===== config.mk =====
export PLATFORM = sky130hd
export DESIGN_NAME = read_cache_top
export DESIGN_NICKNAME = d
export VERILOG_FILES = /design/src/design/cache_pkg.sv /design/src/design/line_store.sv /design/src/design/cache_lookup.sv /design/src/design/line_refill_axi.sv /design/src/design/read_cache_top.sv
export SDC_FILE = /design/constraint.sdc
export NUM_CORES = 2
export LEC_CHECK = 0
export BUFFER_PORTS_ARGS = -buffer_cell sky130_fd_sc_hd__buf_4
export CAP_MARGIN = 20
export CORE_ASPECT_RATIO = 1.5
export CORE_MARGIN = 4
export CORE_UTILIZATION = 50
export DETAILED_ROUTE_END_ITERATION = 10
export HOLD_SLACK_MARGIN = 0.1
export MAX_ROUTING_LAYER = met4
export PLACE_DENSITY = 0.65
export SYNTH_ARGS = -nofsm -noshare
export SYNTH_HDL_FRONTEND = slang
export SYNTH_SLANG_ARGS = --single-unit

===== constraint.sdc =====
create_clock -name clk -period 80.4 [get_ports clk]
set_input_delay 16.08 -clock clk [delete_from_list [all_inputs] [get_ports clk]]
set_output_delay 16.08 -clock clk [all_outputs]
set_load 0.1 [all_outputs]

===== src/design/cache_pkg.sv =====
package cache_pkg;

   // address and data widths
   localparam int addr_w         = 32;
   localparam int data_w         = 32;

   // byte address = {tag, index, word offset, byte offset}
   localparam int byte_off_w     = 2;
   localparam int word_off_w     = 2;
   localparam int index_w        = 4;   // 16 lines
   localparam int tag_w          = addr_w - index_w - word_off_w - byte_off_w;
   localparam int words_per_line = 1 << word_off_w;

   // one line = one incrementing burst of 32-bit beats
   localparam logic [7:0] burst_len  = 8'(words_per_line - 1);
   localparam logic [2:0] burst_size = 3'(byte_off_w);   // 4 bytes per beat
   localparam logic [1:0] burst_incr = 2'b01;
   localparam logic [1:0] resp_okay  = 2'b00;

   // wishbone classic front port
   typedef struct packed {
      logic [addr_w-1:0] adr;
      logic              cyc;
      logic              stb;
   } wb_req_t;

   typedef struct packed {
      logic [data_w-1:0] dat;
      logic              ack;
   } wb_rsp_t;

   // axi read address payload, valid/ready travel beside it
   typedef struct packed {
      logic [addr_w-1:0] addr;
      logic [7:0]        len;
      logic [2:0]        size;
      logic [1:0]        burst;
   } axi_ar_t;

   // axi read data payload
   typedef struct packed {
      logic [data_w-1:0] data;
      logic [1:0]        resp;
      logic              last;
   } axi_r_t;

   // tag store entry
   typedef struct packed {
      logic             valid;
      logic [tag_w-1:0] tag;
   } tag_entry_t;

   // data store entry, one word
   typedef logic [data_w-1:0] line_word_t;

endpackage


===== src/design/line_store.sv =====
`timescale 1ns/1ps

module line_store #(
   parameter type entry_t = logic [31:0],
   parameter int  depth   = 16
) (
   input  logic                     clk,
   input  logic                     reset,
   input  logic                     we,
   input  logic [$clog2(depth)-1:0] waddr,
   input  logic [$clog2(depth)-1:0] raddr,
   input  entry_t                   wdata,
   output entry_t                   rdata
);

   entry_t mem [depth];

   // cleared on reset so tag entries start invalid
   always_ff @(posedge clk or posedge reset)
   begin
      if (reset)
      begin
         for (int i = 0; i < depth; i++)
            mem[i] <= '0;
      end
      else if (we)
      begin
         mem[waddr] <= wdata;
      end
   end

   assign rdata = mem[raddr];   // combinational read

endmodule


===== src/design/cache_lookup.sv =====
`timescale 1ns/1ps

module cache_lookup (
   input  logic                                  clk,
   input  logic                                  reset,
   input  cache_pkg::wb_req_t                    wb_req,
   output cache_pkg::wb_rsp_t                    wb_rsp,
   input  cache_pkg::tag_entry_t                 tag_rd,
   input  cache_pkg::line_word_t                 data_rd,
   output logic [cache_pkg::index_w-1:0]         rd_index,
   output logic [cache_pkg::word_off_w-1:0]      rd_word,
   output logic                                  miss_valid,
   output logic [cache_pkg::tag_w+cache_pkg::index_w-1:0] miss_line,
   input  logic                                  refill_busy
);

   typedef enum logic [1:0] {
      st_idle,
      st_wait,   // miss issued, refill running
      st_gap     // ack cycle, strobe still high
   } state_t;

   state_t                     state;
   logic [cache_pkg::tag_w-1:0] req_tag;
   logic                       req_on;
   logic                       hit;
   logic                       lookup_en;
   logic                       ack_q;
   cache_pkg::line_word_t      dat_q;

   // address split
   assign req_tag  = wb_req.adr[cache_pkg::addr_w-1 -: cache_pkg::tag_w];
   assign rd_index = wb_req.adr[cache_pkg::byte_off_w+cache_pkg::word_off_w +: cache_pkg::index_w];
   assign rd_word  = wb_req.adr[cache_pkg::byte_off_w +: cache_pkg::word_off_w];

   assign req_on = wb_req.cyc & wb_req.stb;
   assign hit    = tag_rd.valid && (tag_rd.tag == req_tag);

   // compare only when the stores are not being refilled
   assign lookup_en = (state == st_idle || state == st_wait) && req_on && !refill_busy;

   assign miss_valid = lookup_en && !hit;   // one cycle, refill leaves idle next edge
   assign miss_line  = {req_tag, rd_index};

   always_ff @(posedge clk or posedge reset)
   begin
      if (reset)
      begin
         state <= st_idle;
         ack_q <= 1'b0;
      end
      else
      begin
         ack_q <= lookup_en && hit;
         case (state)
            st_idle:
            begin
               if (lookup_en)
                  state <= hit ? st_gap : st_wait;
            end
            st_wait:
            begin
               // retry once the refill has let go of the stores
               if (!refill_busy)
               begin
                  if (!req_on)
                     state <= st_idle;   // request withdrawn
                  else if (hit)
                     state <= st_gap;
               end
            end
            default:
               state <= st_idle;
         endcase
      end
   end

   // read word captured on the hit
   always_ff @(posedge clk)
   begin
      if (lookup_en && hit)
         dat_q <= data_rd;
   end

   assign wb_rsp.dat = dat_q;
   assign wb_rsp.ack = ack_q;

endmodule


===== src/design/line_refill_axi.sv =====
`timescale 1ns/1ps

module line_refill_axi (
   input  logic                                  clk,
   input  logic                                  reset,
   input  logic                                  miss_valid,
   input  logic [cache_pkg::tag_w+cache_pkg::index_w-1:0] miss_line,
   output logic                                  refill_busy,
   output logic                                  arvalid,
   output cache_pkg::axi_ar_t                    ar,
   input  logic                                  arready,
   input  logic                                  rvalid,
   input  cache_pkg::axi_r_t                     r,
   output logic                                  rready,
   output logic                                  data_we,
   output logic [cache_pkg::index_w+cache_pkg::word_off_w-1:0] data_waddr,
   output cache_pkg::line_word_t                 data_wdata,
   output logic                                  tag_we,
   output logic [cache_pkg::index_w-1:0]         tag_waddr,
   output cache_pkg::tag_entry_t                 tag_wdata
);

   typedef enum logic [1:0] {
      st_idle,
      st_addr,   // arvalid high
      st_load,   // receiving beats
      st_end     // tag write or retry
   } state_t;

   state_t                                          state;
   logic [cache_pkg::tag_w+cache_pkg::index_w-1:0]  line_q;
   logic [cache_pkg::word_off_w-1:0]                beat_q;
   logic                                            err_q;
   logic                                            beat;

   assign beat = rvalid && rready;

   always_ff @(posedge clk or posedge reset)
   begin
      if (reset)
      begin
         state  <= st_idle;
         beat_q <= '0;
         err_q  <= 1'b0;
      end
      else
      begin
         case (state)
            st_idle:
            begin
               if (miss_valid)
                  state <= st_addr;
            end
            st_addr:
            begin
               beat_q <= '0;
               if (arready)
                  state <= st_load;
            end
            st_load:
            begin
               if (beat)
               begin
                  beat_q <= beat_q + 1'b1;
                  // burst cannot be cut short, so keep the error until the end
                  if (r.resp != cache_pkg::resp_okay)
                     err_q <= 1'b1;
                  if (r.last)
                     state <= st_end;
               end
            end
            default:
            begin
               err_q <= 1'b0;
               state <= err_q ? st_addr : st_idle;   // whole burst again on error
            end
         endcase
      end
   end

   // line address held for the whole refill, including retries
   always_ff @(posedge clk)
   begin
      if (state == st_idle && miss_valid)
         line_q <= miss_line;
   end

   assign refill_busy = (state != st_idle);

   assign arvalid  = (state == st_addr);
   assign ar.addr  = {line_q, {(cache_pkg::word_off_w+cache_pkg::byte_off_w){1'b0}}};
   assign ar.len   = cache_pkg::burst_len;
   assign ar.size  = cache_pkg::burst_size;
   assign ar.burst = cache_pkg::burst_incr;

   assign rready = (state == st_load);

   // each accepted beat goes straight into the data store
   assign data_we    = beat;
   assign data_waddr = {line_q[cache_pkg::index_w-1:0], beat_q};
   assign data_wdata = r.data;

   assign tag_we          = (state == st_end) && !err_q;
   assign tag_waddr       = line_q[cache_pkg::index_w-1:0];
   assign tag_wdata.valid = 1'b1;
   assign tag_wdata.tag   = line_q[cache_pkg::tag_w+cache_pkg::index_w-1 -: cache_pkg::tag_w];

endmodule


===== src/design/read_cache_top.sv =====
`timescale 1ns/1ps

module read_cache_top (
   input  logic                  clk,
   input  logic                  reset,
   input  cache_pkg::wb_req_t    wb_req,
   output cache_pkg::wb_rsp_t    wb_rsp,
   output logic                  arvalid,
   output cache_pkg::axi_ar_t    ar,
   input  logic                  arready,
   input  logic                  rvalid,
   input  cache_pkg::axi_r_t     r,
   output logic                  rready
);

   cache_pkg::tag_entry_t                                  tag_rd;
   cache_pkg::line_word_t                                  data_rd;
   logic [cache_pkg::index_w-1:0]                          rd_index;
   logic [cache_pkg::word_off_w-1:0]                       rd_word;
   logic                                                   miss_valid;
   logic [cache_pkg::tag_w+cache_pkg::index_w-1:0]         miss_line;
   logic                                                   refill_busy;
   logic                                                   data_we;
   logic [cache_pkg::index_w+cache_pkg::word_off_w-1:0]    data_waddr;
   cache_pkg::line_word_t                                  data_wdata;
   logic                                                   tag_we;
   logic [cache_pkg::index_w-1:0]                          tag_waddr;
   cache_pkg::tag_entry_t                                  tag_wdata;

   cache_lookup lookup (
      .clk         (clk),
      .reset       (reset),
      .wb_req      (wb_req),
      .wb_rsp      (wb_rsp),
      .tag_rd      (tag_rd),
      .data_rd     (data_rd),
      .rd_index    (rd_index),
      .rd_word     (rd_word),
      .miss_valid  (miss_valid),
      .miss_line   (miss_line),
      .refill_busy (refill_busy)
   );

   line_refill_axi refill (
      .clk         (clk),
      .reset       (reset),
      .miss_valid  (miss_valid),
      .miss_line   (miss_line),
      .refill_busy (refill_busy),
      .arvalid     (arvalid),
      .ar          (ar),
      .arready     (arready),
      .rvalid      (rvalid),
      .r           (r),
      .rready      (rready),
      .data_we     (data_we),
      .data_waddr  (data_waddr),
      .data_wdata  (data_wdata),
      .tag_we      (tag_we),
      .tag_waddr   (tag_waddr),
      .tag_wdata   (tag_wdata)
   );

   // one entry per line
   line_store #(
      .entry_t (cache_pkg::tag_entry_t),
      .depth   (1 << cache_pkg::index_w)
   ) tag_store (
      .clk   (clk),
      .reset (reset),
      .we    (tag_we),
      .waddr (tag_waddr),
      .raddr (rd_index),
      .wdata (tag_wdata),
      .rdata (tag_rd)
   );

   // one entry per word, addressed by {index, word}
   line_store #(
      .entry_t (cache_pkg::line_word_t),
      .depth   ((1 << cache_pkg::index_w) * cache_pkg::words_per_line)
   ) data_store (
      .clk   (clk),
      .reset (reset),
      .we    (data_we),
      .waddr (data_waddr),
      .raddr ({rd_index, rd_word}),
      .wdata (data_wdata),
      .rdata (data_rd)
   );

endmodule


Word level (Yosys, flattened, before mapping) --
Cells that the tools add are included.
Operators by class: order comparisons 6, equal/unequal tests 13, multiply operators 0, multiplexer cells 29, reductions and logical operators 24, shifts and indexed selects 0, bitwise operators 6, divide/modulo/power cells 0, add/sub/neg operators 1
Operator list (number):
- bitwise mux 2048 bit | 1
- bitwise mux 400 bit | 1
- binary-select mux 32 bit (select 6 bit) | 1
- demux 32 bit (select 6 bit) | 1
- binary-select mux 25 bit (select 4 bit) | 1
- demux 25 bit (select 4 bit) | 1
- two-way mux 32 bit | 3
- two-way mux 25 bit | 3
- == test 24 bit | 1
- two-way mux 2 bit | 10
- >= comparator 7 bit, second input constant | 2
- inverter 6 -> 7 bit | 2
- >= comparator 5 bit, second input constant | 2
- logical AND 1 bit | 10
- inverter 4 -> 5 bit | 2
- != test 2 x 1 -> 1 bit, second input constant | 4
- case mux 2 bit (2 select lines) | 2
- less-than comparator 7 x 1 -> 1 bit, second input constant | 1
- != test 2 bit, second input constant | 3
- case mux 2 bit (3 select lines) | 1
- AND reduction 3 bit | 2
- nonzero test 2 bit | 3
- less-than comparator 5 x 1 -> 1 bit, second input constant | 1
- == test 2 x 1 -> 1 bit, second input constant | 2
- 13 further kinds | 19
Storage, ports and cells: latch bits 0, logic and storage cells 182, flip-flop bits (word level) 2516, memory bits (read-only) 0, memories kept 0, bits of input ports 73, RAM bits 0, output and inout bits 80

Logic depth before layout (Yosys ltp) --
depth after elaboration 10, mapped depth 13, mapped depth without buffers 9

Cells and area by module --
A second synthesis with hierarchy kept.
Unflattened totals: cells, all modules 7172, area total of the unflattened synthesis 113765.4 µm²
By module, submodules not included:
- line_store (data_store) | cells an instance 5809, area an instance 92367.3 µm², sequential area each 51249.2 µm², times used 1
- line_store (tag_store) | cells an instance 1103, area an instance 17968.5 µm², sequential area each 10009.6 µm², times used 1
- line_refill_axi | cells an instance 150, area an instance 1844.3 µm², sequential area each 965.9 µm², times used 1
- cache_lookup | cells an instance 110, area an instance 1585.3 µm², sequential area each 1011.0 µm², times used 1

Worst setup path before layout --
Ideal clock, no wire load.
path kind input to register, from in wb_req[6] (netlist name), to reg lookup.dat_q[0], enable pin, cell stages on the path 11, data arrival time 19.582 ns, path buffers 3, path slack 60.396 ns, setup time 0.422 ns, required time 79.978 ns, cells stage by stage buf_6 buf_6 buf_2 mux4_2 xnor2_1 nand4_1 a311oi_1 o2111ai_1 nor4_4 nand2_1 nor2_1
Between the ends: cells in the longest elaborated chain, start to end 7
RTL lines:
- start: declaration | RTL line read_cache_top.sv:6 | input cache_pkg::wb_req_t wb_req,
- inverter 4 -> 5 bit (implied by the code) * | RTL line line_store.sv:32 | assign rdata = mem[raddr];
- binary-select mux 25 bit (select 4 bit) * | RTL line line_store.sv:32
- two-way mux 25 bit (implied by the code) * (2 in series) | RTL line line_store.sv:32
- == test 24 bit | RTL line cache_lookup.sv:37 | assign hit = tag_rd.valid && (tag_rd.tag == req_tag);
- logical AND 1 bit * | RTL line cache_lookup.sv:37
- logical AND 1 bit * | RTL line cache_lookup.sv:81 | if (lookup_en && hit)
- end signal: assignment | RTL line cache_lookup.sv:82 | dat_q <= data_rd;
- end: declaration | RTL line cache_lookup.sv:29 | cache_pkg::line_word_t dat_q;
Every way passes the cells marked *; elsewhere a longest branch is shown, timed or not. The select of a mux whose other input is x is not followed. A chain may end at the register's enable or synchronous reset.

Worst setup path in the final report --
from in wb_req[7] (netlist name), to reg lookup.dat_q[14], enable pin
Same word-level chain as after synthesis.

==> results.json <==
{
  "status": "complete, no violations",
  "p_leak_nw": 59.0,
  "cp_max_fo": 54,
  "gp_congestion": 0.858,
  "final_cell_mix": "dfrtp_1, mux2_2, mux4_2",
  "holdCritPathClass": "reg -> reg",
  "vias": 62100,
  "fin_cells": 9946,
  "grt_start_max_net_pins": 182,
  "setup-violations-final": 0,
  "clk_latency_ps": 910,
  "vias_per_cell": 6.24,
  "cts.sinks": 2515,
  "grt_pass1_vias": 66900,
  "dr.max_layer_used": "met4",
  "ir_worst_vdd_mv": 0.0201,
  "synth-async-reset-ratio": 0.976,
  "io_pins": 153,
  "wl_met1_microns": 122000,
  "met3_length_microns": 14400,
  "die_h_microns": 591,
  "drcViolationCount": 0,
  "tritoncts": "built",
  "portBuffers": 133,
  "coreArea_sq_um": 225000,
  "cts_hold_buf": 0,
  "grt-ovfl-total": 0,
  "dieArea_sq_um": 235000,
  "fin_crit_sh": 0.264,
  "nFillCells": 17700,
  "yosysWarnings": 0,
  "drt.antenna.violating_nets": 0,
  "synthDistinctLibCells": 67,
  "fin_setup_tns_ps": 0,
  "relSlewSlack": 0.166,
  "rows": 213,
  "antenna_found_initial": 8,
  "drv_cap": 0,
  "synth_edf_count": 60,
  "fin_ws_ps": 59170,
  "crit_type": "in -> reg",
  "drt-initial-drc-count": 4779,
  "powerDensity_nw_per_um2": 26.5,
  "synthesis.area_sq_um": 113000,
  "htreeDepth": 4,
  "required_ps": 80890,
  "syn_inst": 6897,
  "fin_crit_ps": 21230,
  "initial_core_util": 0.504,
  "dp.cells": 9503,
  "cts_made_buffers": 238,
  "critPathArrivalTime_ps": 21720,
  "die-width_microns": 397,
  "cts_root_buffer": "clkbuf_16",
  "finalClockSkew_ps": 71.5,
  "drt_wl_total_microns": 316000,
  "finalPower_mw": 3.32,
  "nNetsFinal": 6815,
  "rsz0062_at_grt": "false",
  "report.final.slew_viol_count": 0,
  "tightest_slew_ps": 1240,
  "synth-seq-cells": 2515,
  "dp_slack_ps": 58360,
  "dp_hpwl_microns": 176000,
  "ys_seq_area_frac": 0.557,
  "dr.pass1.iters": 5,
  "startpoint_type": "input port",
  "avgSynthCellArea_sq_um": 16.4,
  "crit_path_end_kind": "flop",
  "clkSlewWorstSetupHoldPaths_ps": 70,
  "grt_pass1_wl_microns": 468000,
  "layout_commonest_cell": "dfrtp_1",
  "grt.total_usage": 0.281,
  "post_drt_wl_per_cell_microns": 31.8,
  "ys.flop_type": "dfrtp_1",
  "met2RoutedLength_microns": 167000,
  "area_growth_pct": 10.4,
  "post_cts_buffers": 0,
  "cts_resized": 0,
  "finalHoldViolations": 0,
  "max_freq_mhz": 47.1,
  "clock_path_buffers": 4,
  "layout-drive-gt1-share": 0.564
}
-- power breakdown --
group / total, mW / switching [mW] / internal (mW)
clock: 1.15 / 0.490 / 0.657
combinational: 0.544 / 0.221 / 0.323
sequential: 1.63 / 0.121 / 1.51
total: 3.32 / 0.832 / 2.49
-- cell usage after synthesis (9+ instances only) --
cell type	n	area, sq um
a21oi_1	12	60.1
clkbuf_1	514	1930
mux2i_1	86	861
o21ai_0	16	80.1
nor2b_1	20	125
inv_1	13	48.8
dfrtp_1	2455	61400
nand2_1	55	206
nor3_1	14	70.1
mux4_2	723	16300
nand2b_1	22	138
a22oi_1	20	150
edfxtp_1	60	1800
buf_4	31	233
a211oi_1	9	67.6
buf_1	118	443
nor2_1	74	278
mux2_2	2445	27500
nand3_1	17	85.1
buf_2	28	140
xnor2_1	20	175
a31oi_1	11	68.8
-- cell type report --
class,instances,area [sq um],share of cell area
repair buffers,286,2350,0.0187
clock buffers,360,7070,0.0564
inverters,15,70.1,0.000559
multi-input cells,3682,47900,0.383
flip-flops and latches,2515,63200,0.505
diodes,7,17.5,0.000140
clock inverters,71,793,0.00633
well taps,3010,3770,0.0301
-- per-stage QoR --
stage                      util  hold slack [ps]  instance area (sq um)
final                     0.556              462                 125000
after global routing      0.556              476                 125000
after CTS                 0.555              466                 125000
after detailed placement  0.521              449                 117000
after global placement    0.521              445                 117000
after floorplan               -              429                 114000
-- worst paths after layout --
path,startpoint,endpoint,slack [ps],cells past startpoint
min in group asynchronous,reset,data_store.mem[614],15400,2
min,tag_store.mem[24],tag_store.mem[24],460,1
min reg2reg,tag_store.mem[24],tag_store.mem[24],460,1
max,wb_req[7],lookup.dat_q[14],59170,12
max in group asynchronous,reset,data_store.mem[15],59950,7
max reg2reg,tag_store.mem[362],lookup.dat_q[14],74960,9
-- routing by layer --
metal | track usage | vias to the layer above
li1 | - | 25300
met1 | 0.338 | 34600
met2 | 0.487 | 1557
met3 | 0.0364 | 612
met4 | 0.0998 | 0
met5 | - | -
-- sequential cells by signal, summed over array words and instances, names as in the netlist --
| signal | cells |
|---|---|
| refill.line_q | 28 |
| data_store.mem | 2048 |
| lookup.dat_q | 32 |
| refill.beat_q | 2 |
| refill.state | 2 |
| tag_store.mem | 400 |
| lookup.state | 1 |
| lookup.ack_q | 1 |
| refill.err_q | 1 |
-- critical path, stage by stage --
cell and delay (ps):
buf_8 430, buf_4 780, buf_4 700, mux4_2 590, mux2i_1 140, mux2i_1 120
xor2_1 340, nor4_1 760, and4_1 460, nand2_1 170, nor2_4 120, buf_4 790
-- kinds of logic after synthesis --
logic type	after synthesis	synth area share
multiplexers	3262	0.396
adder cells (fa/ha/maj)	4	0.000441
flip-flops	2515	0.557
XOR/XNOR	25	0.00193
AND/OR/NAND/NOR	252	0.0111
other	2	0.0000662
AO/OA/AOI/OAI	122	0.00782
buffers and inverters	715	0.0257
Power figures use the tool's default switching activity.
